`src/rtl/cnn_core_pkg.sv`:
```
// sizes, widths and the five-layer schedule of the CNN core controller
// imported by every RTL module and by the testbench
`default_nettype none

package cnn_core_pkg;

    // array geometry defaults, overridden through module parameters
    localparam int PE_COL       = 2;
    localparam int PE_ROW       = 2;
    localparam int FM_BUF_DEPTH = 64;

    // one buffer word carries nine activation bytes
    localparam int FM_WORD_W      = 72;
    localparam int ACT_W          = 8;
    localparam int BYTES_PER_WORD = 9;

    localparam int DIM_W      = 8;
    localparam int LAYER_W    = 3;
    localparam int NUM_LAYERS = 5;

    // end_of_row while the width count is 1 .. END_ROW_MARGIN-1
    localparam int END_ROW_MARGIN = 6;

    // per-layer sizes, indexed by layer number
    localparam logic [DIM_W-1:0] LAYER_W_NUM [1:NUM_LAYERS] =
        '{8'd200, 8'd98, 8'd47, 8'd22, 8'd20};
    localparam logic [DIM_W-1:0] LAYER_H_NUM [1:NUM_LAYERS] =
        '{8'd66, 8'd31, 8'd14, 8'd5, 8'd3};
    localparam logic [DIM_W-1:0] LAYER_C_NUM [1:NUM_LAYERS] =
        '{8'd3, 8'd24, 8'd36, 8'd48, 8'd64};

    // 3x3 kernels in the first three layers
    localparam logic LAYER_KERNEL_MODE [1:NUM_LAYERS] =
        '{1'b1, 1'b1, 1'b1, 1'b0, 1'b0};

endpackage

`default_nettype wire

```
`src/rtl/fm_wr_arbiter.sv`:
```
// write port select for one column buffer
// the host load port owns it while idle, PE write-back while running
`timescale 1ns/1ps
`default_nettype none

module fm_wr_arbiter #(
    parameter int  FM_BUF_DEPTH = cnn_core_pkg::FM_BUF_DEPTH,
    localparam int ADDR_W       = $clog2(FM_BUF_DEPTH)
) (
    input  wire                                 core_ready,
    input  wire                                 load_wr_en,
    input  wire  [ADDR_W-1:0]                   load_wr_addr,
    input  wire  [cnn_core_pkg::FM_WORD_W-1:0]  load_din,
    input  wire                                 wb_wr_en,
    input  wire  [ADDR_W-1:0]                   wb_wr_addr,
    input  wire  [cnn_core_pkg::ACT_W-1:0]      wb_din,
    output logic                                wr_en,
    output logic [ADDR_W-1:0]                   wr_addr,
    output logic [cnn_core_pkg::FM_WORD_W-1:0]  wr_data
);
    import cnn_core_pkg::*;

    always_comb begin
        if (core_ready) begin
            wr_en   = load_wr_en;
            wr_addr = load_wr_addr;
            wr_data = load_din;
        end else begin
            // write-back byte lands in the low byte of the word
            wr_en   = wb_wr_en;
            wr_addr = wb_wr_addr;
            wr_data = {{(FM_WORD_W - ACT_W){1'b0}}, wb_din};
        end
    end

endmodule

`default_nettype wire

```
`config.mk`:
```
export PLATFORM = sky130hd
export DESIGN_NAME = fm_wr_arbiter
export DESIGN_NICKNAME = d
export VERILOG_FILES = /design/src/rtl/cnn_core_pkg.sv /design/src/rtl/fm_wr_arbiter.sv
export SDC_FILE = /design/constraint.sdc
export NUM_CORES = 1
export LEC_CHECK = 0
export BUFFER_PORTS_ARGS = -buffer_cell sky130_fd_sc_hd__buf_2
export CAP_MARGIN = 20
export CORE_AREA = 2 2 67 69
export DETAILED_ROUTE_END_ITERATION = 8
export DIE_AREA = 0 0 69 71
export SYNTH_ARGS = -nofsm -noshare
export SYNTH_HDL_FRONTEND = slang
export SYNTH_SLANG_ARGS = --single-unit
```
`constraint.sdc`:
```
create_clock -name vclk -period 0.8
set_clock_uncertainty 0.05 [all_clocks]
set_input_delay 0.08 -clock vclk [all_inputs]
set_output_delay 0.08 -clock vclk [all_outputs]
set_load 0.005 [all_outputs]
```
# Word level (Yosys, flattened, before mapping)
# Cells that the tools add are included.
# op_classes
mux	3
# ops
cell	n
two-way mux 72 bit	1
two-way mux 6 bit	1
two-way mux 1 bit	1
# totals
word_cells	3
inputBits	95
regBits	0
out_inout_bits	79

# Longest topological paths before layout
# logic_depth
word_depth	1
mapped_depth	3
mapped_depth_nobuf	1

# Least setup slack after synthesis
# Ideal clock, no wire load.
# synth_timing
kind	input port to output port
from	input core_ready
to	output wr_addr[3]
arrival_ps	532
slack_ps	138
n_path_buf	1
path_stages	2
required_ps	670
path_cell_list	buf_6 -> mux2_2
# synth_via
elab_chain_len	1
# synth_rtl
item	line_no	text
start: declaration	fm_wr_arbiter.sv:10	input wire core_ready,
two-way mux 6 bit	fm_wr_arbiter.sv:24	if (core_ready) begin
end: declaration	fm_wr_arbiter.sv:18	output logic [ADDR_W-1:0] wr_addr,
# No other way between the ends.

# Worst setup path after layout
# layout_timing
from	input core_ready
to	output wr_data[7] in the netlist's numbering
# layout_via
elab_chain_len	1
# layout_rtl
item	line_no	text
two-way mux 72 bit	fm_wr_arbiter.sv:24	
end: declaration	fm_wr_arbiter.sv:19	output logic [cnn_core_pkg::FM_WORD_W-1:0] wr_data
# No other way between the ends.

==> results.py <==
metrics = {
    "run_status": {
        "status": "finished, violations left",
        "violations": "negative setup slack",
    },
    "pwr": {
        "finalPower_mw": 1.16,
        "power.share.switching": 0.301,
        "p_leak_nw": 1.29,
        "p_seq_frac": 0,
        "internal_power_uw": 809,
        "p_switching_uw": 348,
        "pwr-share-comb": 1.000,
        "power_density_nw_per_um2": 534,
        "ir_drop_uv": 299,
        "clkPwrFrac": 0,
    },
    "place": {
        "dp_slack_ns": -0.189,
        "place_area_um2": 1580,
        "gp_congestion": 0.714,
        "numPortBuffers": 174,
        "dpl.hpwl_mm": 2.73,
    },
    "cells_and_area": {
        "nClkBuffers": 0,
        "antenna_cells": 0,
        "final_area_um2": 2170,
        "drive_above_1_share": 0.864,
        "final_core_util": 0.516,
        "design.seq.count": 0,
        "layout.nets": 362,
        "syn2layout_area_growth_pct": 245,
        "regArea_um2": 0,
    },
    "synth": {
        "yosysMostFrequentCell": "and2_1",
        "avgSynthCellArea_um2": 7.22,
        "ys_top_cells_by_count": "64 x and2_1, 15 x mux2_2, 5 x buf_2",
        "synth_top_area_share": 0.637,
        "yosysWarnings": 0,
        "netlist_instances": 87,
        "ys_seq_area_frac": 0,
        "yosys.area.top_type": "and2_1",
        "synth_top_cells_by_area": "and2_1 64%, mux2_2 27%, buf_6 5.4%",
        "synth_area_um2": 628,
        "synth.net_count": 182,
        "synth_cell_types": 4,
    },
    "worst_setup_path": {
        "endpoint_kind": "output pin",
        "critPathMaxStageDelay_ns": 0.30,
        "crit_family": "buffers and inverters",
        "path_cells": "buf_12 > buf_12 > mux2_4 > buf_6",
        "timing.setup.critical_path_class": "in2out",
        "crit_top_cell": "buf_12",
        "arrival_ns": 0.77,
        "startpoint_type": "primary input",
        "cp.buffers_inverters": 3,
        "slowest_stage": "mux2_4",
        "crit_required_ns": 0.67,
        "crit_cells": 4,
        "crit_start": "core_ready",
        "crit_fanout": 7,
    },
    "grt": {
        "grt_use_total": 0.138,
        "antenna_found_initial": 0,
        "grt_max_degree": 14,
        "grt_pass1_vias": 1207,
        "grt_overflow_total": 0,
        "grt_pass1_wl_mm": 5.73,
    },
    "floorplan": {
        "initial_core_util": 0.149,
        "design.die.area_um2": 4900,
        "io_pins": 174,
        "row_count": 24,
        "core_area_um2": 4200,
        "die_height_um": 71,
        "die_w_um": 69,
    },
    "min_path": {
        "hold_depth": 3,
        "min_to": "wr_data[47]",
        "hp-class": "in2out",
        "hp-start": "load_din[47]",
    },
    "detailed_routing": {
        "viasPerCell": 3.98,
        "dr_total_vias": 1261,
        "dr.pass1.iters": 4,
        "drc": 0,
        "wl_mm": 3.97,
        "wl_per_cell_um": 12.5,
        "drtAntennaViolNets": 0,
        "initialDrtViolationCount": 14,
    },
    "sta": {
        "max_freq_mhz": 1110,
        "period_share": 1.13,
        "hold_violations": 0,
        "fin_ws_ns": -0.104,
        "max_slew_margin": 0.947,
        "worst_slew_pin_slew_ns": 0.0802,
        "rsz0062_at_grt": "true",
        "period_minus_slack_ns": 0.904,
        "setup_viol": 77,
        "slew_violations": 0,
    },
    "clocking": {
        "ctsHoldBuffers": 0,
    },
    "run": {
        "drv_cap": 0,
    },
}
## worst max path at each step
| stage | to | slack [ns] |
|---|---|---|
| finish | wr_data[7] | -0.10 |
| global route | wr_data[7] | -0.12 |
| CTS | wr_data[0] | -0.10 |
| detailed placement | wr_data[0] | -0.19 |
| global placement | wr_data[1] | -0.17 |
| floorplan | wr_addr[3] | 0.14 |
## layer usage
| metal | share of wire | up-vias | track usage | routed length, µm |
|---|---|---|---|---|
| met5 | 0 | - | 0 | 0 |
| met4 | 0.010 | 0 | 0.00654 | 40 |
| met3 | 0.082 | 4 | 0.0242 | 324 |
| met2 | 0.58 | 89 | 0.302 | 2310 |
| met1 | 0.33 | 536 | 0.139 | 1300 |
| li1 | - | 632 | - | - |
## cells by family (layout without fill, tap and decap cells)
| family | count (synthesis) | after routing | share of synthesized area |
|---|---|---|---|
| AND/OR/NAND/NOR | 64 | 64 | 0.637 |
| multiplexers | 15 | 15 | 0.269 |
| buffers and inverters | 8 | 186 | 0.0936 |
## cell usage in the layout (no fill, tap or decap), drive strengths merged
cell type	n
and2	64
bufbuf	2
mux2	15
buf	184
## power groups by stage
stage	logic (mW)	clock network, mW	registers, mW
floorplan	0.278	0	0
global placement	0.719	0	0
detailed placement	0.728	0	0
CTS	1.04	0	0
global route	1.24	0	0
finish	1.16	0	0
## area by class of cell
class / count / area [µm²]
fillers: 400 / 2040
well taps: 52 / 65.1
multi-input cells: 79 / 696
repair buffers: 186 / 1410
## per-stage QoR
stage	cells	TNS (ns)	hold slack [ns]
global placement	311	-5.83	0.381
detailed placement	311	-6.16	0.383
floorplan	87	0	0.226
CTS	317	-4.50	0.383
global route	317	-5.56	0.392
finish	317	-4.06	0.382
## what timing repair did
| action | in CTS | in global routing |
|---|---|---|
| setup endpoints to repair | 46 | 77 |
| gates resized for setup | 65 | 36 |
| setup buffers | 1 | 0 |
| cloned | 5 | 0 |
Note: power is estimated with default switching activity, not from simulation.
