## config.mk

```make
export PLATFORM = sky130hd
export DESIGN_NAME = fm_buffer
export DESIGN_NICKNAME = d
export VERILOG_FILES = /design/src/rtl/cnn_core_pkg.sv /design/src/rtl/fm_buffer.sv
export SDC_FILE = /design/constraint.sdc
export NUM_CORES = 2
export LEC_CHECK = 0
export BUFFER_PORTS_ARGS = -buffer_cell sky130_fd_sc_hd__buf_2
export CAP_MARGIN = 25
export CORE_ASPECT_RATIO = 0.6
export CORE_UTILIZATION = 52
export CTS_CLUSTER_DIAMETER = 100
export DETAILED_ROUTE_END_ITERATION = 6
export GPL_ROUTABILITY_DRIVEN = 1
export GPL_TIMING_DRIVEN = 0
export PLACE_DENSITY = 0.66
export SLEW_MARGIN = 5
export SYNTH_ARGS = -nofsm -noshare
export SYNTH_HDL_FRONTEND = slang
export SYNTH_MEMORY_MAX_BITS = 65536
export SYNTH_SLANG_ARGS = --single-unit
```

## constraint.sdc

```tcl
create_clock -name clk -period 15.6 [get_ports clk]
set_input_delay 3.12 -clock clk [delete_from_list [all_inputs] [get_ports clk]]
set_output_delay 3.12 -clock clk [all_outputs]
set_load 0.05 [all_outputs]
```

## src/rtl/cnn_core_pkg.sv

```systemverilog
// sizes, widths and the five-layer schedule of the CNN core controller
// imported by every RTL module and by the testbench
`default_nettype none

package cnn_core_pkg;

    // array geometry defaults, overridden through module parameters
    localparam int PE_COL       = 2;
    localparam int PE_ROW       = 2;
    localparam int FM_BUF_DEPTH = 64;

    // one buffer word carries nine activation bytes
    localparam int FM_WORD_W      = 72;
    localparam int ACT_W          = 8;
    localparam int BYTES_PER_WORD = 9;

    localparam int DIM_W      = 8;
    localparam int LAYER_W    = 3;
    localparam int NUM_LAYERS = 5;

    // end_of_row while the width count is 1 .. END_ROW_MARGIN-1
    localparam int END_ROW_MARGIN = 6;

    // per-layer sizes, indexed by layer number
    localparam logic [DIM_W-1:0] LAYER_W_NUM [1:NUM_LAYERS] =
        '{8'd200, 8'd98, 8'd47, 8'd22, 8'd20};
    localparam logic [DIM_W-1:0] LAYER_H_NUM [1:NUM_LAYERS] =
        '{8'd66, 8'd31, 8'd14, 8'd5, 8'd3};
    localparam logic [DIM_W-1:0] LAYER_C_NUM [1:NUM_LAYERS] =
        '{8'd3, 8'd24, 8'd36, 8'd48, 8'd64};

    // 3x3 kernels in the first three layers
    localparam logic LAYER_KERNEL_MODE [1:NUM_LAYERS] =
        '{1'b1, 1'b1, 1'b1, 1'b0, 1'b0};

endpackage

`default_nettype wire

```

## src/rtl/fm_buffer.sv

```systemverilog
// one column's feature-map memory, one write port and a registered read
`timescale 1ns/1ps
`default_nettype none

module fm_buffer #(
    parameter int  FM_BUF_DEPTH = cnn_core_pkg::FM_BUF_DEPTH,
    localparam int ADDR_W       = $clog2(FM_BUF_DEPTH)
) (
    input  wire                                 clk,
    input  wire                                 wr_en,
    input  wire  [ADDR_W-1:0]                   wr_addr,
    input  wire  [cnn_core_pkg::FM_WORD_W-1:0]  wr_data,
    input  wire  [ADDR_W-1:0]                   rd_addr,
    output logic [cnn_core_pkg::FM_WORD_W-1:0]  rd_data
);
    import cnn_core_pkg::*;

    logic [FM_WORD_W-1:0] mem [FM_BUF_DEPTH];

    always_ff @(posedge clk) begin
        if (wr_en) begin
            mem[wr_addr] <= wr_data;
        end
        // read data valid one cycle after rd_addr
        rd_data <= mem[rd_addr];
    end

endmodule

`default_nettype wire

```

======== Word-level counts from Yosys, hierarchy flattened ========
Memories as Yosys holds them, arrays and structs flattened. A register that Yosys moved wholly into a read port is not among the register bits.
Cells that the tools add are included.
W data, S select, Z words.
storage, ports and cells
  flip-flop bits (word level) ............. 0
  memory bits (writable) .................. 4608
  input bits .............................. 86
  output and inout bits ................... 72
  logic and storage cells ................. 3
  memories kept ........................... 1
cells by class
  multiplexer cells ....................... 2
memories
  memory  depth  bits a word  rd ports  clocked after memory_dff  write ports  RTL line         source
  mem     64     72           1         1                         1            fm_buffer.sv:18  logic [FM_WORD_W-1:0] mem [FM_BUF_DEPTH];
operators with widths
  cell     count
  $mux W1  2

======== Logic depth before layout (Yosys ltp) ========
  depth in word-level cells ............... 2
  mapped depth ............................ 8
  depth with buffers taken out ............ 4

======== Worst setup path after synthesis ========
No wires, ideal clock.
  path kind ............................... input -> register
  from .................................... in wr_addr[3]
  to ...................................... mem mem[48][0], enable pin
  library setup time ...................... 0.590 ns
  data arrival time ....................... 8.528 ns
  setup slack ............................. 6.481 ns
  stages .................................. 4
  path buffers ............................ 1
  cell sequence ........................... clkbuf_1 nor2b_1 nand4b_1 nor3_1
RTL lines
  item             RTL line         source
  start, declared  fm_buffer.sv:11  input wire [ADDR_W-1:0] wr_addr,
  end, declared    fm_buffer.sv:18
Straight into the memory's write port.

==> run summary <==
The flow ran to the end, and the final reports show no timing, DRC or antenna violations. The largest incremental delay on the critical path came out at 0.86 ns. For this run, asynchronously set or reset flops after synthesis account for 0%. The congestion estimate from routability-driven global placement came to 0.8299. The fraction of final layout cells with drive strength greater than 1 came out at 31.25%. The required time at the endpoint of the critical path is 16.42 ns. The portion of the clock cycle consumed by the worst path in the final layout is 41.18%. The startpoint identified for the worst register-to-register timing path is mem[63][69].

The total power density per cell area came out at 127.6 nW/µm². The total number of nets in the final design is 8393. The maximum number of pins on one net before global-route repair came out at 65. Clock-pin slew was measured on the worst setup and hold paths at 0.06 ns.

The total instance count after detailed placement is 12335. The worst hold path begins at mem[15][51]. The number of unique standard cell types used by synthesis is 27.

The endpoint kind of the worst setup timing path is a register. The total overflow left after global routing is 0. The average wire per cell in the routed design is 43.75 µm.

The first routing iteration left 19381 violations. The cell-internal power is 0.02018 W. The count of mapped cells out of synthesis came out at 7305. The via count of the first global-routing pass came to 87576. The worst supply voltage drop on vdd came out at 0.1105 mV. The die extent in y is 451.6 µm. The via-per-instance ratio came out at 7.022. TritonCTS built the clock tree. The starting density of the core is 52.45%. The count of yosys warnings during synthesis is 0. In this run the tightest slew margin relative to its limit is 16.76%. The minimum clock period came out at 6.424 ns. The total DRC errors in the routed layout is 0. After routing the design area is 204400 µm².

The later pin in the worst-skew pair is clocked with a latency of 0.99 ns. The core region area came out at 334100 µm². For this design, the slowest cell found on the critical path is sky130_fd_sc_hd__buf_2. The share of total power dissipated in the clock network is 40.0%. The die area is 339400 µm².

The length in cells of the worst reg-to-reg path is 4. The total routing resource utilization after global routing is 33.80%. Buffers inserted to repair hold after CTS numbered 0. The worst setup path is launched from an input port. The detailed-route wire length is 577.1 mm.

Traced cell by cell, the critical path runs through buf_2 -> and2_1 -> clkbuf_2 -> buf_2 -> buf_1 -> a22oi_1 -> nand3_1 -> o211a_1. The maximum fanout encountered on the critical timing path came out at 13. The data arrival time of the critical path is 7.25 ns. The number of standard cells in the final layout excluding fillers is 13191. The number of nets with antenna violations after detailed routing came out at 0. The analysis attributes to cell leakage a power of 64.08 nW. The deepest clock path buffer count came out at 4. The max-slew violation count came out at 0. The most used flip-flop cell after synthesis is sky130_fd_sc_hd__edfxtp_1.

The clock drives 4680 sinks. The critical setup path kind is in2reg. For this design the top-level I/O count stands at 158. In this run, post-CTS repair resized a total of 0 instances. The die boundary width is 751.4 µm. Ranked by total cell area, the synthesized netlist is headed by sky130_fd_sc_hd__edfxtp_1, sky130_fd_sc_hd__mux4_2, sky130_fd_sc_hd__a22oi_1. The slew at the pin closest to its max-slew limit came out at 1.249 ns. The tightest min-delay check is of the reg2reg type. The top cell type's share of synthesized area is 78.97%.

The number of input and output port buffers inserted came out at 150. The cell accounting for the most synthesized area is sky130_fd_sc_hd__edfxtp_1. Summing all placed instances gives a cell area of 190100 µm². The number of antenna violations at the first check in global routing came out at 73.

The number of enable flip-flop cells after synthesis is 4608. The detailed-route via count came out at 92627. Counting instances, the worst hold path has a depth of 4. The number of H-tree levels is 5. The number of buffers inserted during clock tree synthesis came out at 412. For this design the total switching power over the nets is 0.005884 W. The HPWL after detailed placement came out at 396.9 mm. After synthesis the netlist holds a flip-flop and latch count of 4680.

The sequential cell fraction of total power came out at 53.5%. The endpoint identified for the worst register-to-register timing path is rd_data[69]. Setup repair after global routing left no endpoint under its margin. The row count came out at 164. The path with the worst hold slack has its endpoint at rd_data[51]. The worst clock skew is 0.06611 ns. The synthesized netlist occupies a cell area of 175200 µm². The number of max-cap violations is 0.

The average instance area after synthesis is 23.99 µm². The worst reg-to-reg setup slack is 13.05 ns. The final hold violation count is 0. Combinational cells account for 6.5% of the total power.

The synthesized net count came out at 7391. The cell sitting at the root of the clock tree is a sky130_fd_sc_hd__clkbuf_16. The share of the yosys chip area belonging to registers is 79.80%. The global-route wire length before repair is 764.3 mm. The cell that appears most often on the critical path is sky130_fd_sc_hd__buf_2. The switching part of the total power came out at 22.57%. The number of detailed-route iterations in the first pass is 6. Buffers added to address setup during post-CTS repair amount to 0. The timing-limited maximum frequency came out at 0.1557 GHz.

Compared with the post-synthesis result, the final layout area differs by 16.63%. The setup-violating endpoint count in the final report is 0.
[critical path: cells and delay by family]
kind                   cells  cell delay (ns)
buffers and inverters      4             2.55
AO/OA/AOI/OAI              2             0.65
AND/OR/NAND/NOR            2             0.85
[registers in the layout, summed over array words and instances (netlist names)]
register  flops
mem        4608
rd_data      72
[worst max path at each step]
stage	start	to	slack [ns]	depth (start not counted)
after detailed placement	rd_addr[2]	rd_data[5]	8.39	8
final	rd_addr[3]	rd_data[52]	9.18	8
after CTS	rd_addr[2]	rd_data[5]	9.39	8
after global placement	wr_addr[3]	mem[48][20]	-1.96	4
after global routing	rd_addr[3]	rd_data[52]	9.29	8
after floorplan	wr_addr[3]	mem[48][0]	6.48	4
[layer usage]
layer | vias to the layer above | global-route usage [%] | share of wire (%)
li1 | 33877 | - | -
met1 | 49182 | 48.73 | 36
met2 | 8390 | 44.88 | 41
met3 | 1132 | 17.11 | 20
met4 | 46 | 10.94 | 3.6
met5 | - | 0.4464 | 0.080
[cell families (layout without fill, tap and decap cells)]
family	count (synthesis)	in the layout	synth area share [%]
other cells	0	66	0
flops	4680	4680	79.80
buf+inv	418	1756	1.160
mux	1260	1260	15.42
simple gates	317	317	0.8819
compound gates	630	630	2.738
[synthesized netlist by cell type (all sizes together), types with 72 or more instances]
cell type	instances
edfxtp	4608
o22ai	144
nor2	120
dfxtp	72
buf	275
a22oi	288
mux2i	108
mux4	1152
o211a	72
nand3	128
clkbuf	143
a211oi	72
[layout by cell type, fill, tap and decap left out, drive strengths merged, types with 108 or more instances in the layout]
cell type,netlist,final
o22ai,144,144
nand3,128,128
nor2,120,120
edfxtp,4608,4608
mux2i,108,108
clkinv,0,191
mux4,1152,1152
a22oi,288,288
clkbuf,143,623
buf,275,859
[final cells by class]
| class | instances | area [µm²] |
|---|---|---|
| diodes | 66 | 165.2 |
| multi-input cells | 2207 | 34090 |
| flip-flops and latches | 4680 | 139800 |
| plain buffers | 418 | 2047 |
| fillers | 22425 | 129700 |
| repair buffers | 588 | 9199 |
| well taps | 4482 | 5608 |
| clock buffers | 476 | 10660 |
| clock inverters | 274 | 2779 |
[power by group through the flow]
stage / sequential (W) / combinational, W / clock [W]
floorplan: 0.0143 / 0.000640 / 0
global placement: 0.0142 / 0.00148 / 0
detailed placement: 0.0142 / 0.00161 / 0
CTS: 0.0139 / 0.00162 / 0.0104
global route: 0.0139 / 0.00172 / 0.0109
finish: 0.0139 / 0.00170 / 0.0104
[metrics by stage]
stage / setup WS (ns) / hold slack, ns / util (%) / power [W] / setup TNS, ns
2_1_floorplan: 6.481 / 0.7797 / - / 0.01495 / 0
3_3_place_gp: -1.958 / 0.8711 / 54.35 / 0.01571 / -273.91
3_5_place_dp: 8.386 / 0.8716 / 56.90 / 0.01583 / 0
4_1_cts: 9.386 / 0.8855 / 60.92 / 0.02599 / 0
5_1_grt: 9.293 / 0.9008 / 61.14 / 0.02655 / 0
6_report: 9.176 / 0.8823 / 61.17 / 0.02607 / 0
Power figures use the tool's default switching activity.
