**config.mk**
```make
export PLATFORM = sky130hd
export DESIGN_NAME = layer_sequencer
export DESIGN_NICKNAME = d
export VERILOG_FILES = /design/src/rtl/cnn_core_pkg.sv /design/src/rtl/layer_sequencer.sv
export SDC_FILE = /design/constraint.sdc
export NUM_CORES = 1
export LEC_CHECK = 0
export BUFFER_PORTS_ARGS = -buffer_cell sky130_fd_sc_hd__buf_2
export CAP_MARGIN = 20
export CORE_MARGIN = 3
export CORE_UTILIZATION = 46
export DETAILED_ROUTE_END_ITERATION = 8
export PLACE_DENSITY = 0.77
export REMOVE_ABC_BUFFERS = 1
export SLEW_MARGIN = 0
export SYNTH_ARGS = -nofsm -noshare
export SYNTH_HDL_FRONTEND = slang
export SYNTH_SLANG_ARGS = --single-unit
```
**constraint.sdc**
```tcl
create_clock -name clk -period 2.8 [get_ports clk]
set_input_delay 0.7 -clock clk [delete_from_list [all_inputs] [get_ports clk]]
set_output_delay 0.7 -clock clk [all_outputs]
set_load 0.02 [all_outputs]
```
**src/rtl/cnn_core_pkg.sv**
```systemverilog
// sizes, widths and the five-layer schedule of the CNN core controller
// imported by every RTL module and by the testbench
`default_nettype none

package cnn_core_pkg;

    // array geometry defaults, overridden through module parameters
    localparam int PE_COL       = 2;
    localparam int PE_ROW       = 2;
    localparam int FM_BUF_DEPTH = 64;

    // one buffer word carries nine activation bytes
    localparam int FM_WORD_W      = 72;
    localparam int ACT_W          = 8;
    localparam int BYTES_PER_WORD = 9;

    localparam int DIM_W      = 8;
    localparam int LAYER_W    = 3;
    localparam int NUM_LAYERS = 5;

    // end_of_row while the width count is 1 .. END_ROW_MARGIN-1
    localparam int END_ROW_MARGIN = 6;

    // per-layer sizes, indexed by layer number
    localparam logic [DIM_W-1:0] LAYER_W_NUM [1:NUM_LAYERS] =
        '{8'd200, 8'd98, 8'd47, 8'd22, 8'd20};
    localparam logic [DIM_W-1:0] LAYER_H_NUM [1:NUM_LAYERS] =
        '{8'd66, 8'd31, 8'd14, 8'd5, 8'd3};
    localparam logic [DIM_W-1:0] LAYER_C_NUM [1:NUM_LAYERS] =
        '{8'd3, 8'd24, 8'd36, 8'd48, 8'd64};

    // 3x3 kernels in the first three layers
    localparam logic LAYER_KERNEL_MODE [1:NUM_LAYERS] =
        '{1'b1, 1'b1, 1'b1, 1'b0, 1'b0};

endpackage

`default_nettype wire

```
**src/rtl/layer_sequencer.sv**
```systemverilog
// host start/finish protocol and five-layer schedule of the CNN core
// in difference mode each layer runs twice, bit_mode low then high
`timescale 1ns/1ps
`default_nettype none

module layer_sequencer #(
    parameter int PE_ROW = cnn_core_pkg::PE_ROW
) (
    input  wire                             clk,
    input  wire                             rst_n,
    input  wire                             core_valid,
    input  wire                             core_is_diff,
    input  wire  [PE_ROW-1:0]               write_back_finish,
    output logic                            core_ready,
    output logic                            core_finish,
    output logic                            is_diff,
    output logic                            bit_mode,
    output logic                            start_layer,
    output logic                            in_process,
    output logic                            layer_done,
    output logic [cnn_core_pkg::DIM_W-1:0]  w_num,
    output logic [cnn_core_pkg::DIM_W-1:0]  h_num,
    output logic [cnn_core_pkg::DIM_W-1:0]  c_num,
    output logic                            kernel_mode,
    output logic                            is_first
);
    import cnn_core_pkg::*;

    localparam logic [2:0] S_IDLE             = 3'd0;
    localparam logic [2:0] S_START            = 3'd1;
    localparam logic [2:0] S_PROCESS          = 3'd2;
    localparam logic [2:0] S_FINISH_ONE_LAYER = 3'd3;
    localparam logic [2:0] S_FINISH           = 3'd4;

    logic [2:0]         state;
    logic [2:0]         next_state;
    logic [LAYER_W-1:0] layer_num;
    logic               pass;
    logic [PE_ROW-1:0]  wb_seen;
    logic               accept;
    logic               last_pass;

    assign accept     = core_valid && core_ready;
    assign layer_done = &wb_seen;
    assign last_pass  = pass && (layer_num == LAYER_W'(NUM_LAYERS));
    assign in_process = (state == S_PROCESS);
    // pass is held at 1 outside difference mode
    assign bit_mode   = is_diff && pass;

    always_comb begin
        next_state = state;
        case (state)
            S_IDLE: begin
                if (accept) begin
                    next_state = S_START;
                end
            end
            S_START: next_state = S_PROCESS;
            S_PROCESS: begin
                if (layer_done) begin
                    next_state = last_pass ? S_FINISH : S_FINISH_ONE_LAYER;
                end
            end
            S_FINISH_ONE_LAYER: next_state = S_START;
            S_FINISH: next_state = S_IDLE;
            default: next_state = S_IDLE;
        endcase
    end

    always_ff @(posedge clk or negedge rst_n) begin
        if (!rst_n) begin
            state       <= S_IDLE;
            core_ready  <= 1'b1;
            core_finish <= 1'b0;
            is_diff     <= 1'b0;
            start_layer <= 1'b0;
            wb_seen     <= '0;
        end else begin
            state       <= next_state;
            core_finish <= (state == S_FINISH);
            // high exactly while the FSM sits in START
            start_layer <= (next_state == S_START);
            if (accept) begin
                core_ready <= 1'b0;
                is_diff    <= core_is_diff;
            end else if (core_finish) begin
                core_ready <= 1'b1;
            end
            // a finish arriving with layer_done counts for the next layer
            if (layer_done) begin
                wb_seen <= write_back_finish;
            end else begin
                wb_seen <= wb_seen | write_back_finish;
            end
        end
    end

    always_ff @(posedge clk or negedge rst_n) begin
        if (!rst_n) begin
            layer_num <= '0;
            pass      <= 1'b1;
        end else if (accept) begin
            layer_num <= LAYER_W'(1);
            pass      <= !core_is_diff;
        end else if (state == S_IDLE) begin
            layer_num <= '0;
        end else if (in_process && layer_done) begin
            if (pass && !last_pass) begin
                layer_num <= layer_num + 1'b1;
            end
            if (is_diff) begin
                pass <= ~pass;
            end
        end
    end

    // size lookup, zero outside a run
    always_comb begin
        w_num       = '0;
        h_num       = '0;
        c_num       = '0;
        kernel_mode = 1'b0;
        is_first    = (layer_num == LAYER_W'(1));
        if (layer_num >= LAYER_W'(1) && layer_num <= LAYER_W'(NUM_LAYERS)) begin
            w_num       = LAYER_W_NUM[layer_num];
            h_num       = LAYER_H_NUM[layer_num];
            c_num       = LAYER_C_NUM[layer_num];
            kernel_mode = LAYER_KERNEL_MODE[layer_num];
        end
    end

endmodule

`default_nettype wire

```
-- Yosys cells after proc, flatten, opt, wreduce, memory -nomap -nowiden
Memory sizes are Yosys's and may differ from the RTL's.
Index checks and enable logic that the tools add are counted.
- register bits: 13
- ROM bits: 200
- input bits: 6
- output and inout bits: 33
- logic and storage cells: 71
- memories kept: 4
- $add $sub $neg: 1
- magnitude comparators: 3
- equality and inequality tests: 8
- mux-type cells: 27
- bitwise gates (word level): 3
- reduce and logical (&&, ||, !) cells: 17
- memory list (name ; words ; width ; read ports ; clocked after memory_dff ; write ports ; line ; RTL):
    (name not given) ; 8 ; 8 ; 1 ; 0 ; 0 ; layer_sequencer.sv:127 ; c_num = LAYER_C_NUM[layer_num];
    (name not given) ; 8 ; 8 ; 1 ; 0 ; 0 ; layer_sequencer.sv:126 ; h_num = LAYER_H_NUM[layer_num];
    (name not given) ; 8 ; 8 ; 1 ; 0 ; 0 ; layer_sequencer.sv:125 ; w_num = LAYER_W_NUM[layer_num];
    (name not given) ; 8 ; 1 ; 1 ; 0 ; 0 ; layer_sequencer.sv:128 ; kernel_mode = LAYER_KERNEL_MODE[layer_num];
- operator list (kind ; count):
    $mux W8 ; 9
    $mux W3 ; 7
    $pmux W3 S4 ; 1
    $eq A3 B1 Y1 const B ; 3
    $mux W1 ; 9
    $eq A3 B2 Y1 const B ; 2
    $eq A3 B3 Y1 const B ; 2
    $logic_and A1 B1 Y1 ; 6
    $reduce_bool A2 Y1 ; 3
    $reduce_bool A3 Y1 ; 2
    $ge A4 B4 Y1 const B ; 1
    $not A3 Y4 ; 1
    $reduce_and A2 Y1 ; 2
    $add A3 B1 Y3 const B ; 1
    $ge A3 B1 Y1 const B ; 1
    $le A3 B3 Y1 const B ; 1
    $logic_not A3 Y1 ; 1
    $reduce_and A3 Y1 ; 1
    $logic_not A1 Y1 ; 2
    $mux W2 ; 1
    $ne A2 B2 Y1 const B ; 1
    $or A2 B2 Y2 ; 1
    $not A1 Y1 ; 1

-- Depth between registers and ports, before layout
- depth in word-level cells: 8
- gate-level depth with buffers: 7
- gate-level depth less buffers: 5

-- Worst setup path before layout
No wires, ideal clock.
- path type: register to output
- from: register layer_num[1]
- to: output port h_num[4] (netlist name)
- data arrival time: 1.853 ns
- data required time: 2.100 ns
- setup slack: 0.247 ns
- cell stages (with the launch flop): 8
- path buffers: 2
- cells stage by stage: dfrtp_1 -> clkbuf_1 -> inv_1 -> ha_1 -> nor2_1 -> nor2_1 -> and2_1 -> buf_4
- word-level cells in the longest chain between the ends: 5
- elaborated cells between the ends (all ways): 8
- classes of those cells: order compare (2); mux (3); bitwise (1); reduce/logical (1); memory (1)
- RTL lines (item ; line ; RTL):
    start, declared ; layer_sequencer.sv:37 ; logic [LAYER_W-1:0] layer_num;
    start signal, assigned ; layer_sequencer.sv:109 ; layer_num <= layer_num + 1'b1;
    $not A3 Y4 (not written as such) ; layer_sequencer.sv:126 ;
    $mem_v2 Z8 W8 ; n/a ;
    $mux W8 (not written as such) (2 in series) ; layer_sequencer.sv:126 ;
    $mux W8 (*) ; layer_sequencer.sv:124 ; if (layer_num >= LAYER_W'(1) && layer_num <= LAYER_W'(NUM_LAYERS)) begin
    end, declared ; layer_sequencer.sv:22 ; output logic [cnn_core_pkg::DIM_W-1:0] h_num,
Every way passes the cells marked *; elsewhere a longest branch is shown, timed or not. The select of a mux whose other input is x is not followed.

-- Worst setup path in the final report
- from: register layer_num[1]
- to: output port c_num[2] (netlist name)
- word-level cells in the longest chain between the ends: 5
- elaborated cells between the ends (all ways): 8
- classes of those cells: order compare (2); mux (3); bitwise (1); reduce/logical (1); memory (1)
- RTL lines (item ; line ; RTL):
    $not A3 Y4 (not written as such) ; layer_sequencer.sv:127 ;
    $mem_v2 Z8 W8 ; n/a ;
    $mux W8 (not written as such) (2 in series) ; layer_sequencer.sv:127 ;
    $mux W8 (*) ; layer_sequencer.sv:124 ;
    end, declared ; layer_sequencer.sv:23 ; output logic [cnn_core_pkg::DIM_W-1:0] c_num,
Marked as above.

==> summary.txt <==
Cells and area
  – Final Cell Area: 1040 um^2
  – Storage cell area: 328 um^2
  – FILL cells: 168
  – Synthesis-to-layout area growth: 17.1%
  – Non-Filler Instances: 154
  – Diodes inserted: 0
  – Multi-input gate area: 457 um^2
  – Layout cell share with drive strength beyond 1: 33.3%
  – Layout Nets: 142

Timing
  – Fin. Hold Viols: 0
  – Worst Skew: 1.68 ps
  – Unrepaired setup endpoints after global routing: false
  – Achievable Freq: 396 MHz
  – Fin crit period: 2530 ps
  – Setup tns final: 0 ps
  – Final Max Slew Viols: 0
  – Final Setup Violations: 0
  – Final worst path period share: 90.2%

Die
  – CORE AREA: 1780 um^2
  – Starting Density: 50.0%
  – Width of the die: 50.0 um
  – Die height: 50.0 um
  – Io pins: 39
  – Die area: 2500 um^2
  – FP Rows: 15

Critical path
  – Crit Path Max Fanout: 13
  – Crit path kind: flip-flop to output port
  – Reg2Reg Depth: 5
  – Worst reg2reg setup slack: 1080 ps
  – Crit. End Element: output port
  – Worst Setup Start Kind: flip-flop
  – Required time of the critical path: 2100 ps
  – Critical path arrival: 1830 ps
  – FF-to-FF End: layer_num[0]$_DFFE_PN0P_
  – Crit Reg-Reg Startpoint: layer_num[1]$_DFFE_PN0P_

Clocking
  – CTS tree: yes
  – Hold_buf cts: 0
  – Clk root buf: clkbuf_4
  – H-tree depth: 1
  – Clock latency at the later pin of the worst-skew pair: 270 ps
  – CTS buffer count: 3
  – Clock-pin slew on the worst setup and hold paths: 70 ps
  – Clock Sinks: 13
  – Clock buffer depth: 2
  – Post-CTS Resized: 0
  – Setup bufs post-CTS: 0

Logic synthesis
  – Ys Warns: 0
  – Synth Area in Simple Gates: 23.6%
  – Mean Syn Cell Area: 8.82 um^2
  – Xor/xnor cell area share of the yosys netlist: 0%
  – Largest family of logic cells by synthesized area: simple AND/OR/NAND/NOR gates
  – Synth unique cells: 32
  – Post-synthesis compound-gate area fraction: 15.7%
  – Mapped Area: 891 um^2
  – Post-synthesis adder-cell area fraction: 8.43%
  – Post-synthesis sequential area ratio: 36.8%
  – Mapped Cells: 101
  – Synth Register Bits: 13
  – Mux share of post-synthesis cell area: 2.25%

Worst hold path
  – Hold Crit Class: input pin to async pin

Routing
  – DR vias/cell: 5.15
  – DR iter-0 viols: 16
  – Total number of vias: 793
  – WL final: 1700 um
  – Avg WL per Cell: 11.1 um
  – Post-route antenna net violation count: 0
  – DRC: 0
  – Drt first pass iters: 4

Power and ir drop
  – Leakage: 0.581 nW
  – Power Total: 0.963 mW
  – VDD IR max: 467 uV
  – PD cells: 922 nW/um^2

Global routing
  – Grt total ovfl: 0
  – First-pass GRT wire length: 2950 um
  – Vias in the first global route: 727
  – Largest net degree at the start of global routing: 14
  – Tot GR Track Use: 15.1%
  – Antenna violations before repair: 0

Placed design
  – GPL Wtd Cong: 0.757
  – Post-Place Cell Area: 1020 um^2
  – PortBufs: 35
  – Hpwl dp: 1360 um
  – Placed Cells incl. Taps: 150

Flow run
  – Max Cap Viol: 0

Outcome
  – Status: finished clean
==> cells in the final DEF, fill, tap and decap left out, drive strengths merged <==
master	netlist	layout
or3	1	1
dfstp	2	2
nor3b	1	1
clkbuf	2	4
o21bai	1	1
and3	2	2
a21o	3	3
inv	7	7
o31ai	1	1
a311oi	2	2
a21oi	6	6
nand2	2	2
or3b	1	1
nor3	5	5
dfrtp	11	11
and4bb	1	1
conb	1	3
nand3	5	5
nor2b	3	3
nor2	8	8
buf	11	35
ha	6	6
mux2i	2	2
a31oi	2	2
or2	1	1
a22o	2	2
a311o	1	1
nand2b	1	1
and2	7	7
o21ai	3	3
==> cell type report <==
type | count | share of cell area, %
multi-input cells | 70 | 43.8
flip-flops and latches | 13 | 31.4
repair buffers | 35 | 16.8
well taps | 25 | 3.00
clock buffers | 4 | 2.52
inverters | 7 | 2.52
==> stage by stage <==
stage          hold slack, ps  setup WS [ps]  util (%)
5_1_grt                   302           78.3      58.5
6_report                  303            275      58.5
3_3_place_gp              472            623      57.1
3_5_place_dp              474            571      57.1
4_1_cts                   299            261      58.5
2_1_floorplan             404            207         -
==> state kept, by name, summed over array words and instances, names as in the netlist <==
| name | count |
|---|---|
| state | 3 |
| start_layer | 1 |
| layer_num | 3 |
| wb_seen | 2 |
| core_ready | 1 |
| core_finish | 1 |
| pass | 1 |
| is_diff | 1 |
==> synthesized netlist by cell type <==
cell / n / area share, %
and3_1: 2 / 1.4
nor2b_1: 3 / 2.1
and2_1: 7 / 4.9
clkbuf_1: 2 / 0.84
a311oi_1: 2 / 2.0
nor2_1: 8 / 3.4
and4bb_2: 1 / 1.4
or2_2: 1 / 0.70
nand2b_1: 1 / 0.70
inv_1: 6 / 2.5
o21ai_0: 3 / 1.7
a21oi_1: 6 / 3.4
dfstp_2: 2 / 5.9
ha_1: 6 / 8.4
dfrtp_1: 11 / 31
o31ai_1: 1 / 0.84
a31oi_1: 2 / 1.4
buf_2: 1 / 0.56
a311o_1: 1 / 1.1
conb_1: 1 / 0.42
nand3_1: 5 / 2.8
a21o_1: 3 / 2.5
or3_1: 1 / 0.70
or3b_1: 1 / 0.98
inv_2: 1 / 0.42
nand2_1: 2 / 0.84
a22o_1: 2 / 2.0
mux2i_1: 2 / 2.2
o21bai_1: 1 / 0.84
buf_4: 10 / 8.4
nor3b_1: 1 / 0.84
nor3_1: 5 / 2.8
==> power breakdown <==
part,switching [mW],internal [mW]
Clock,0.0551,0.0551
Sequential,0.0652,0.235
Combinational,0.354,0.198
Total,0.475,0.488
==> per-layer routing <==
layer,track usage (%),vias up,part of all wire [%]
li1,-,395,-
met1,17.1,352,41
met2,26.5,44,48
met3,2.42,2,10
met4,8.29,0,0.82
met5,0,-,0
==> logic make-up after synthesis <==
logic type,Yosys count
other cells,1
simple gates,38
mux,2
compound gates,21
buf+inv,20
flops,13
fa+ha+maj,6
==> worst max-delay path by stage <==
stage,start,endpoint,cells after the start
3_5_place_dp,layer_num[1]$_DFFE_PN0P_,c_num[3],6
4_1_cts,layer_num[1]$_DFFE_PN0P_,c_num[2],6
6_report,layer_num[1]$_DFFE_PN0P_,c_num[2],6
3_3_place_gp,layer_num[1]$_DFFE_PN0P_,w_num[0],6
2_1_floorplan,layer_num[1]$_DFFE_PN0P_,c_num[0],4
5_1_grt,layer_num[1]$_DFFE_PN0P_,w_num[0],6
==> critical path, cell delays in order, from the launching register on <==
cell	delay, ps
dfrtp_1	550
inv_1	130
ha_1	280
nor3_1	160
a21oi_1	80
and2_1	190
buf_2	150
Note: power is estimated with default switching activity, not from simulation.
