**config.mk**
```make
export PLATFORM = sky130hd
export DESIGN_NAME = wb_router
export DESIGN_NICKNAME = d
export VERILOG_FILES = /design/src/rtl/cnn_core_pkg.sv /design/src/rtl/wb_router.sv
export SDC_FILE = /design/constraint.sdc
export NUM_CORES = 1
export LEC_CHECK = 0
export BUFFER_PORTS_ARGS = -buffer_cell sky130_fd_sc_hd__buf_2
export CAP_MARGIN = 40
export CORE_AREA = 2 2 60 62
export DETAILED_ROUTE_END_ITERATION = 6
export DIE_AREA = 0 0 62 64
export GPL_TIMING_DRIVEN = 0
export HOLD_SLACK_MARGIN = 0.08
export PLACE_DENSITY = 0.72
export SETUP_SLACK_MARGIN = 0.5
export SYNTH_ARGS = -nofsm -noshare
export SYNTH_HDL_FRONTEND = slang
export SYNTH_SLANG_ARGS = --single-unit
```
**constraint.sdc**
```tcl
create_clock -name clk -period 2.1 [get_ports clk]
set_input_delay 0.315 -clock clk [delete_from_list [all_inputs] [get_ports clk]]
set_output_delay 0.315 -clock clk [all_outputs]
set_load 0.02 [all_outputs]
```
**src/rtl/cnn_core_pkg.sv**
```systemverilog
// sizes, widths and the five-layer schedule of the CNN core controller
// imported by every RTL module and by the testbench
`default_nettype none

package cnn_core_pkg;

    // array geometry defaults, overridden through module parameters
    localparam int PE_COL       = 2;
    localparam int PE_ROW       = 2;
    localparam int FM_BUF_DEPTH = 64;

    // one buffer word carries nine activation bytes
    localparam int FM_WORD_W      = 72;
    localparam int ACT_W          = 8;
    localparam int BYTES_PER_WORD = 9;

    localparam int DIM_W      = 8;
    localparam int LAYER_W    = 3;
    localparam int NUM_LAYERS = 5;

    // end_of_row while the width count is 1 .. END_ROW_MARGIN-1
    localparam int END_ROW_MARGIN = 6;

    // per-layer sizes, indexed by layer number
    localparam logic [DIM_W-1:0] LAYER_W_NUM [1:NUM_LAYERS] =
        '{8'd200, 8'd98, 8'd47, 8'd22, 8'd20};
    localparam logic [DIM_W-1:0] LAYER_H_NUM [1:NUM_LAYERS] =
        '{8'd66, 8'd31, 8'd14, 8'd5, 8'd3};
    localparam logic [DIM_W-1:0] LAYER_C_NUM [1:NUM_LAYERS] =
        '{8'd3, 8'd24, 8'd36, 8'd48, 8'd64};

    // 3x3 kernels in the first three layers
    localparam logic LAYER_KERNEL_MODE [1:NUM_LAYERS] =
        '{1'b1, 1'b1, 1'b1, 1'b0, 1'b0};

endpackage

`default_nettype wire

```
**src/rtl/wb_router.sv**
```systemverilog
// routes PE-row write-back bytes to the column buffers
// row-to-column mapping is rotated at each layer start and row finish
`timescale 1ns/1ps
`default_nettype none

module wb_router #(
    parameter int  PE_COL       = cnn_core_pkg::PE_COL,
    parameter int  PE_ROW       = cnn_core_pkg::PE_ROW,
    parameter int  FM_BUF_DEPTH = cnn_core_pkg::FM_BUF_DEPTH,
    localparam int ADDR_W       = $clog2(FM_BUF_DEPTH)
) (
    input  wire                                         clk,
    input  wire                                         rst_n,
    input  wire                                         start_layer,
    input  wire  [PE_ROW-1:0]                           write_back_finish,
    input  wire  [PE_ROW-1:0]                           wb_valid,
    input  wire  [PE_ROW-1:0][cnn_core_pkg::ACT_W-1:0]  wb_data,
    output logic [PE_COL-1:0]                           wb_wr_en,
    output logic [PE_COL-1:0][ADDR_W-1:0]               wb_wr_addr,
    output logic [PE_COL-1:0][cnn_core_pkg::ACT_W-1:0]  wb_din
);
    // wide enough for ports that rotate past the last column
    localparam int PORT_W = 8;

    logic [PORT_W-1:0] wb_port [PE_ROW];
    logic [ADDR_W-1:0] wb_addr [PE_ROW];

    for (genvar r = 0; r < PE_ROW; r++) begin : g_row
        always_ff @(posedge clk or negedge rst_n) begin
            if (!rst_n) begin
                wb_port[r] <= PORT_W'(PE_ROW - 1 - r);
                wb_addr[r] <= '0;
            end else if (start_layer) begin
                wb_port[r] <= PORT_W'(PE_ROW - 1 - r);
                wb_addr[r] <= '0;
            end else if (write_back_finish[r]) begin
                wb_port[r] <= wb_port[r] + PORT_W'(PE_ROW);
                wb_addr[r] <= '0;
            end else if (wb_valid[r]) begin
                wb_addr[r] <= wb_addr[r] + 1'b1;
            end
        end
    end

    always_comb begin
        wb_wr_en   = '0;
        wb_wr_addr = '0;
        wb_din     = '0;
        for (int c = 0; c < PE_COL; c++) begin
            for (int r = 0; r < PE_ROW; r++) begin
                if (wb_port[r] == PORT_W'(c)) begin
                    wb_wr_en[c]   = wb_valid[r];
                    wb_wr_addr[c] = wb_addr[r];
                    wb_din[c]     = wb_data[r];
                end
            end
        end
    end

endmodule

`default_nettype wire

```
# Yosys cells after proc, flatten, opt, wreduce, memory -nomap -nowiden
# Index checks and enable logic that the tools add are counted.
[totals]
register_bits = 28
inputBits = 23
output_inout_bits = 30
[classes]
addsub = 4
eq_ne = 2
mux = 22
reduce_logical = 6
[op_table]
columns = ["op", "n"]
rows = [
  ["$mux 8", 8],
  ["$mux 6", 10],
  ["$add 8x2->8 const B", 2],
  ["$eq 8x1->1 const B", 2],
  ["$logic_not 8->1", 2],
  ["$add 6x1->6 const B", 2],
  ["$reduce_bool 3->1", 2],
  ["$mux 1", 4],
  ["$reduce_bool 2->1", 2],
]

# Depth between registers and ports, before layout
# Gate-level depths: netlist of the first run.
[logic_depth]
ltp_word = 4
ltp_mapped = 5
depth_no_buf = 4

# Least setup slack after synthesis of the first run
# OpenSTA, ideal clock, no wires.
[synth_timing]
path_type = "register to output"
startpoint = "reg wb_port[9] (netlist name)"
endpoint = "out wb_din[2] (netlist name)"
arrival_time_ps = 1686
required_ps = 1785
slack_ps = 99
stages_incl_launch_ff = 5
n_path_buf = 1
path_cell_list = "dfrtp_1 -> or4_4 -> a211oi_4 -> buf_6 -> a22o_1"
[synth_rtl]
columns = ["item", "line_no", "text"]
rows = [
  ["start: declaration", "wb_router.sv:25", "logic [PORT_W-1:0] wb_port [PE_ROW];"],
  ["start signal: indexed assignment", "wb_router.sv:31", "wb_port[r] <= PORT_W'(PE_ROW - 1 - r);"],
  ["start signal: indexed assignment", "wb_router.sv:34", "wb_port[r] <= PORT_W'(PE_ROW - 1 - r);"],
  ["start signal: indexed assignment", "wb_router.sv:37", "wb_port[r] <= wb_port[r] + PORT_W'(PE_ROW);"],
  ["end: declaration", "wb_router.sv:20", "output logic [PE_COL-1:0][cnn_core_pkg::ACT_W-1:0] wb_din"],
]

==> results of run 1 <==
-- per-layer routing --
metal	GRT usage (%)	vias up	share of wire, %
met4	6.91	0	1.8
met2	39.6	58	54
li1	-	679	-
met3	3.04	8	5.5
met1	23.8	695	39
met5	0	-	0
-- placed cells by master, fill, tap and decap left out, drive strengths merged, types with 3 or more instances in the layout --
master  instances
a22o           15
a21oi           6
nor2           20
nand2          10
or3             6
o21ai           6
nand4           8
mux2i           4
or2             3
buf            61
ha              4
xnor2           4
dfrtp          26
and2           16
xor2           12
clkbuf         11
-- power breakdown --
part | internal (uW) | switching (uW) | leakage [uW]
Clock | 74.3 | 152 | 0.0000150
Sequential | 531 | 13.7 | 0.000365
Combinational | 205 | 194 | 0.000709
Total | 810 | 360 | 0.00109
-- logic make-up (layout without fill, tap and decap cells) --
| group | after synthesis | count (layout) |
|---|---|---|
| xor+xnor | 16 | 16 |
| simple gates | 69 | 69 |
| buf+inv | 10 | 73 |
| flops | 27 | 27 |
| fa+ha+maj | 4 | 4 |
| compound gates | 28 | 28 |
| mux | 4 | 4 |
-- metrics by stage --
stage / area (um2) / total power, uW / hold slack (ns)
floorplan: 1680 / 770 / 0.0194
global placement: 1990 / 859 / 0.351
detailed placement: 1990 / 869 / 0.358
finish: 2310 / 1170 / 0.327
CTS: 2230 / 1160 / 0.324
global route: 2310 / 1230 / 0.339
-- sequential cells by signal, summed over array words and instances (netlist names) --
name,count
wb_port,15
wb_addr,12
-- layout make-up --
cell class              instances  area share [%]
clock buffers                   4            1.14
well taps                      46            2.49
plain buffers                  10            2.66
flip-flops and latches         27            29.5
repair buffers                 59            22.3
multi-input cells             121            41.9
-- what timing repair did --
item | 4_1_cts | 5_1_grt
gates cloned | 0 | 1
hold endpoints to repair | 26 | 0
setup buffers | 5 | 3
hold buffers | 1 | 0
pin swaps | 6 | 6
resized for setup | 54 | 17
setup endpoints to repair | 30 | 30
-- worst max-delay path, stage by stage (launching register included) --
cell and delay [ns]:
dfrtp_2 0.44, or4_4 0.53, a211oi_4 0.31, buf_4 0.22, a22o_4 0.12, buf_6 0.11
-- worst max path at each step --
stage,start,end,slack (ns),cells past startpoint
detailed placement,wb_port[14]$_DFFE_PN0P_,wb_wr_addr[8],-0.05,5
floorplan,wb_port[13]$_DFFE_PN0P_,wb_din[2],0.20,4
global placement,wb_port[14]$_DFFE_PN0P_,wb_wr_addr[7],-0.04,5
global route,wb_port[11]$_DFFE_PN0P_,wb_din[7],-0.31,5
CTS,wb_port[10]$_DFFE_PN0P_,wb_din[0],-0.24,5
finish,wb_port[11]$_DFFE_PN0P_,wb_wr_addr[4],-0.24,5
==> reports/summary.log, run 1 <==
qor: final_layout.area_of_combinational_cells_with_multiple_inputs 967 um2
qor: grt.grt_start_max_net_pins 28
qor: worst_setup_path.worst_setup_path_end_kind output port
qor: synthesis.synth.top_cells.by_count dfrtp_1, nor2_1, and2_1, a22o_1, xor2_1
qor: clocking.root_buffer clkbuf_4
qor: synthesis.synthesis.area_per_instance 9.82 um2
qor: grt.track_usage 21.4%
qor: outcome.status finished with violations
qor: clocking.cts_inserted_buffers 3
qor: synthesis.yosysWarnings 0
qor: sta.clock.fmax 427 MHz
qor: sta.report.final.setup_viol 30
qor: synthesis.ys_top_cells_by_area dfrtp_1, a22o_1, xor2_1, and2_1, nor2_1
qor: sta.worst_pin_slew 0.595 ns
qor: placed_design.port_buffers 49
qor: final_layout.insertedDiodeCount 0
qor: placed_design.place.detailed.instances 253
qor: synthesis.postSynth.topFlopCell dfrtp_1
qor: die.core_area 3280 um2
qor: synthesis.combinational_family_with_the_most_area_after_synthesis simple AND/OR/NAND/NOR gates
qor: placed_design.dp.final_hpwl 2810 um
qor: synthesis.postSynth.asyncResetShare 100%
qor: sta.timing.max_slew.rel_slack 60.3%
qor: worst_setup_path.cp_max_fo 5
qor: die.die_area 3970 um2
qor: synthesis.post-synth-top-area-cell dfrtp_1
qor: sta.clock-skew-final 0.00108 ns
qor: synthesis.yosys_register_bits 27
qor: min_path.endpoint_of_the_worst_hold_timing_path wb_port[1]$_DFFE_PN0P_
qor: power.power_density 507 nW/um2
qor: synthesis.yosys.area_share.adder 3.23%
qor: sta.layout_setup_ws -0.244 ns
qor: drt.drt_pre_antenna_iters 5
qor: synthesis.complex_gate_fraction_of_the_synthesized_area 13.6%
qor: worst_setup_path.critPathRequiredTime 1.78 ns
qor: sta.report.final.hold_viol_count 0
qor: final_layout.flow.area_growth_from_synthesis 48.7%
qor: die.placementRows 21
qor: synthesis.post_synth_mux_area_share 2.58%
qor: final_layout.final_core_util 70.2%
qor: drt.wirelength_per_cell 15.4 um
qor: final_layout.drive_gt1_share 46.6%
qor: placed_design.worst_slack_at_placement -0.0458 ns
qor: die.num_io_pins 53
qor: final_layout.post_layout_nonfiller_instances 267
qor: drt.drt-total-wl 4120 um
qor: die.die_h 64 um
qor: synthesis.netlist_area 1550 um2
qor: sta.finalCritPeriodShare 112%
qor: die.die_width 62 um
qor: grt.antenna_found_initial 0
qor: synthesis.syn-num-nets 185
qor: power.ir_drop 0.333 mV
qor: final_layout.n_fill_cell 239
qor: min_path.min-delay-path-class primary input to flop
qor: placed_design.globalplace.congestion 0.799
qor: drt.drt-vias-per-instance 5.39
qor: sta.rsz0062_at_grt yes
qor: run.cap_viol_max_count 0
qor: clocking.buffer_depth_of_the_longest_clock_path 2
qor: sta.setup_total_negative_slack -5.69 ns
qor: clocking.clock_latency_reported_for_the_late_side_of_the_worst_skew_pair 0.32 ns
qor: worst_setup_path.reg2reg_to wb_port[15]$_DFFE_PN0P_
qor: worst_setup_path.critPathLaunchType flop
qor: die.floorplan.initialDensity 47.2%
qor: synthesis.synth.yosys.seq_area_share 43.6%
qor: clocking.reg_clk_slew_reported_paths 0.14 ns
qor: worst_setup_path.timing.reg2reg.worst_path_depth 6
qor: worst_setup_path.r2r-start wb_port[10]$_DFFE_PN0P_
qor: worst_setup_path.worstSetupPathType flop to output port
qor: synthesis.number_of_enable_flip_flop_cells_after_synthesis 0
qor: drt.first_iter_violations 49
qor: drt.residual_drc 0
qor: sta.slew_viol_final 0
qor: synthesis.synth_simple_gate_area_share 24.7%
qor: synthesis.yosys.cell_types.count 26
qor: final_layout.design.final.nets 249
qor: synthesis.yosys.cell_count.top_type dfrtp_1
qor: grt.vias_in_the_first_global_route 1,478
qor: synthesis.syn-instance-count 158
qor: worst_setup_path.setup.reg_to_reg.worst_slack 0.59 ns
qor: synthesis.synthDominantCellAreaShare 41.9%
qor: grt.grt_first_pass_wirelength 6470 um
qor: synthesis.yosys.area_share.xor_xnor 9.03%
qor: worst_setup_path.critical_path_arrival 2.03 ns
qor: drt.drtAntennaViolNets 0
qor: clocking.cts.htree.levels 1
qor: min_path.min_path_cells 3
qor: final_layout.regArea 681 um2
qor: sta.final_critical_path_time_including_i_o_delays_and_setup 2.34 ns
qor: clocking.cts_tree yes
qor: min_path.min-delay-start write_back_finish[1]
qor: power.power.static_leakage 0.00109 uW
qor: outcome.violations setup timing
qor: drt.routed-via-count 1,440
qor: grt.overflow 0
qor: clocking.numClockSinks 27
Note: power is estimated with default switching activity, not from simulation.
==> inputs of run 2 (changes only) <==
clock period = 2.9 ns   (was 2.1 ns; I/O delays follow)
==> run 2 against run 1 <==
Effect of this change:
- flip-flop and latch count did not move
- non-clock buffer count grew 1
- final area shrank 6.0%
- global-route usage about the same
- power fell by 29%
- the run now ends clean
- die area unchanged
- combinational power decreased by 35%
- cell count up 0.37%
- critical path type unchanged
- largest power group unchanged
- worst hold slack got worse by 0.24 ns
- critical path depth did not move
- largest cell class unchanged
==> reports/summary.log, run 2 (same netlist as run 1, synthesis figures left out) <==
qor: worst_setup_path.timing.reg2reg.worst_path_depth 6 [unchanged]
qor: sta.report.final.setup_viol 0 [was 30]
qor: outcome.status complete, no violations [was finished with violations]
qor: drt.routed-via-count 1,461 [was 1,440]
qor: die.die_h 64 um [unchanged]
qor: grt.antenna_found_initial 0 [unchanged]
qor: power.swShare 31.7% [was 30.7%]
qor: die.floorplan.initialDensity 47.2% [unchanged]
qor: clocking.cts_tree yes [unchanged]
qor: worst_setup_path.worst_setup_path_end_kind output port [unchanged]
qor: placed_design.port_buffers 49 [unchanged]
qor: drt.drt-vias-per-instance 5.45 [was 5.39]
qor: drt.drt_pre_antenna_iters 4 [was 5]
qor: drt.drtAntennaViolNets 0 [unchanged]
qor: sta.rsz0062_at_grt yes [unchanged]
qor: drt.wirelength_per_cell 15.6 um [was 15.4 um]
qor: sta.clock.fmax 396 MHz
qor: clocking.cts.htree.levels 1 [unchanged]
qor: sta.clock-skew-final 0.00625 ns [was 0.00108 ns]
qor: die.placementRows 21 [unchanged]
qor: clocking.clock_latency_reported_for_the_late_side_of_the_worst_skew_pair 0.34 ns [was 0.32 ns]
qor: worst_setup_path.critPathLaunchType flop [unchanged]
qor: sta.fin_worst_hold_slack 0.0820 ns [was 0.327 ns]
qor: sta.report.final.hold_viol_count 0 [unchanged]
qor: power.power.static_leakage 0.00103 uW [was 0.00109 uW]
qor: power.p_sw 262 uW [was 360 uW]
qor: worst_setup_path.critPathRequiredTime 2.47 ns [was 1.78 ns]
qor: clocking.cts_inserted_buffers 3 [unchanged]
qor: sta.setup_total_negative_slack 0 ns [was -5.69 ns]
qor: sta.timing.max_slew.rel_slack 59.8% [was 60.3%]
qor: power.power_frac_seq 47.6% [was 46.5%]
qor: drt.residual_drc 0 [unchanged]
qor: power.internal-power 565 uW [was 810 uW]
qor: final_layout.regMostFlops wb_port [unchanged]
qor: grt.vias_in_the_first_global_route 1,420 [was 1,478]
qor: final_layout.layout_commonest_cell buf_6 [unchanged]
qor: run.cap_viol_max_count 0 [unchanged]
qor: die.die_width 62 um [unchanged]
qor: clocking.buffer_depth_of_the_longest_clock_path 2 [unchanged]
qor: final_layout.insertedDiodeCount 0 [unchanged]
qor: min_path.min-delay-path-class primary input to async pin [was primary input to flop]
qor: final_layout.final_cell_mix buf_6, buf_2, dfrtp_1, nor2_1, a22o_1 [was buf_6, dfrtp_1, nor2_1, buf_2, and2_4]
qor: power.share_clk_of_total_power 20.8% [was 19.3%]
qor: sta.final_critical_path_time_including_i_o_delays_and_setup 2.52 ns
qor: final_layout.flow.area_growth_from_synthesis 39.8% [was 48.7%]
qor: power.total_chip_power 826 uW [was 1170 uW]
qor: grt.grt_start_max_net_pins 28 [unchanged]
qor: sta.slew_viol_final 0 [unchanged]
qor: final_layout.drive_gt1_share 40.1% [was 46.6%]
qor: clocking.numClockSinks 27 [unchanged]
qor: final_layout.largest_registers wb_port x15, wb_addr x12 [unchanged]
qor: grt.overflow 0 [unchanged]
qor: drt.first_iter_violations 63 [was 49]
qor: drt.drt-total-wl 4170 um [was 4120 um]
qor: final_layout.flip_flop_count_of_the_largest_register_after_layout 15 [unchanged]
qor: final_layout.design.final.nets 250 [was 249]
qor: die.core_area 3280 um2 [unchanged]
qor: die.num_io_pins 53 [unchanged]
qor: power.power_density 381 nW/um2 [was 507 nW/um2]
qor: worst_setup_path.critical_path_arrival 2.09 ns [was 2.03 ns]
qor: power.comb_power_share 31.7% [was 34.2%]
qor: worst_setup_path.reg2reg_to wb_port[15]$_DFFE_PN0P_ [unchanged]
qor: grt.grt_first_pass_wirelength 6290 um [was 6470 um]
qor: sta.worst_pin_slew 0.603 ns [was 0.595 ns]
qor: grt.track_usage 21.4% [about the same]
qor: worst_setup_path.cp_max_fo 5 [unchanged]
qor: die.die_area 3970 um2 [unchanged]
qor: clocking.root_buffer clkbuf_4 [unchanged]
qor: power.ir_drop 0.198 mV [was 0.333 mV]
qor: sta.finalCritPeriodShare 87.0%
qor: placed_design.globalplace.congestion 0.795 [was 0.799]
qor: worst_setup_path.setup.reg_to_reg.worst_slack 1.40 ns [was 0.59 ns]
qor: clocking.reg_clk_slew_reported_paths 0.15 ns [was 0.14 ns]
qor: worst_setup_path.worstSetupPathType flop to output port [unchanged]
qor: worst_setup_path.r2r-start wb_port[10]$_DFFE_PN0P_ [unchanged]
qor: placed_design.dp.final_hpwl 2860 um [was 2810 um]
qor: final_layout.final_core_util 66.0% [was 70.2%]
## run 2: changes by cell type in the layout (fill, tap and decap cells not counted), moves of 4 or more
cell,before,now
a22o_1,5,15
a22o_4,10,0
buf_6,34,26
buf_2,19,25
and2_1,1,6
and2_4,15,10
buf_4,8,12
## run 2: how the worst max path moves through the flow
stage | from | to | slack [ns] | cells after the start
floorplan | wb_port[9]$_DFFE_PN0P_ | wb_din[2] | 0.78 | 4
global placement | wb_port[9]$_DFFE_PN0P_ | wb_wr_addr[8] | 0.61 | 5
detailed placement | wb_port[9]$_DFFE_PN0P_ | wb_din[12] | 0.59 | 5
CTS | wb_port[8]$_DFFE_PN1P_ | wb_din[4] | 0.39 | 5
global route | wb_port[8]$_DFFE_PN1P_ | wb_din[6] | 0.29 | 5
finish | wb_port[9]$_DFFE_PN0P_ | wb_din[6] | 0.38 | 5
## run 2: critical path, stage by stage, from the launching register on
cell and delay (ns):
dfrtp_1 0.41, or4_4 0.58, a211oi_4 0.29, buf_6 0.16
a22o_1 0.17, buf_6 0.13
## run 2: routing by layer
| layer | global-route usage [%] | wire, um |
|---|---|---|
| met2 | 39.2 | 2210 |
| met3 | 3.64 | 230 |
| met4 | 7.98 | 80 |
| met5 | 0 | 0 |
| met1 | 23.4 | 1650 |
## run 2: what timing repair did
action / CTS / global route
endpoints found under the setup margin: 30 / 30
setup buffers: 8 / 1
gates cloned: 1 / 1
pin swaps: 8 / 3
resized for setup: 46 / 22
hold buffers: 0 / 0
## run 2: power by group through the flow
stage / Sequential (uW) / Clock (uW) / Combinational, uW
finish: 393 / 172 / 262
global route: 394 / 194 / 281
CTS: 393 / 172 / 241
detailed placement: 401 / 0 / 195
global placement: 400 / 0 / 190
floorplan: 399 / 0 / 127
## run 2: stage by stage
stage          setup slack (ns)  area, um2  cells
5_1_grt                   0.291       2170    268
6_report                  0.378       2170    268
2_1_floorplan             0.779       1550    158
3_3_place_gp              0.613       1850    253
4_1_cts                   0.391       2090    266
3_5_place_dp              0.594       1850    253
## run 2: final cells by class
cell class                      instances  area, um2
Tap cell                               46       57.6
Timing Repair Buffer                   60        482
Clock buffer                            3       22.5
Buffer                                 10       53.8
Fill cell                             252       1120
Multi-Input combinational cell        121        867
Sequential cell                        27        678
Clock inverter                          1       7.51
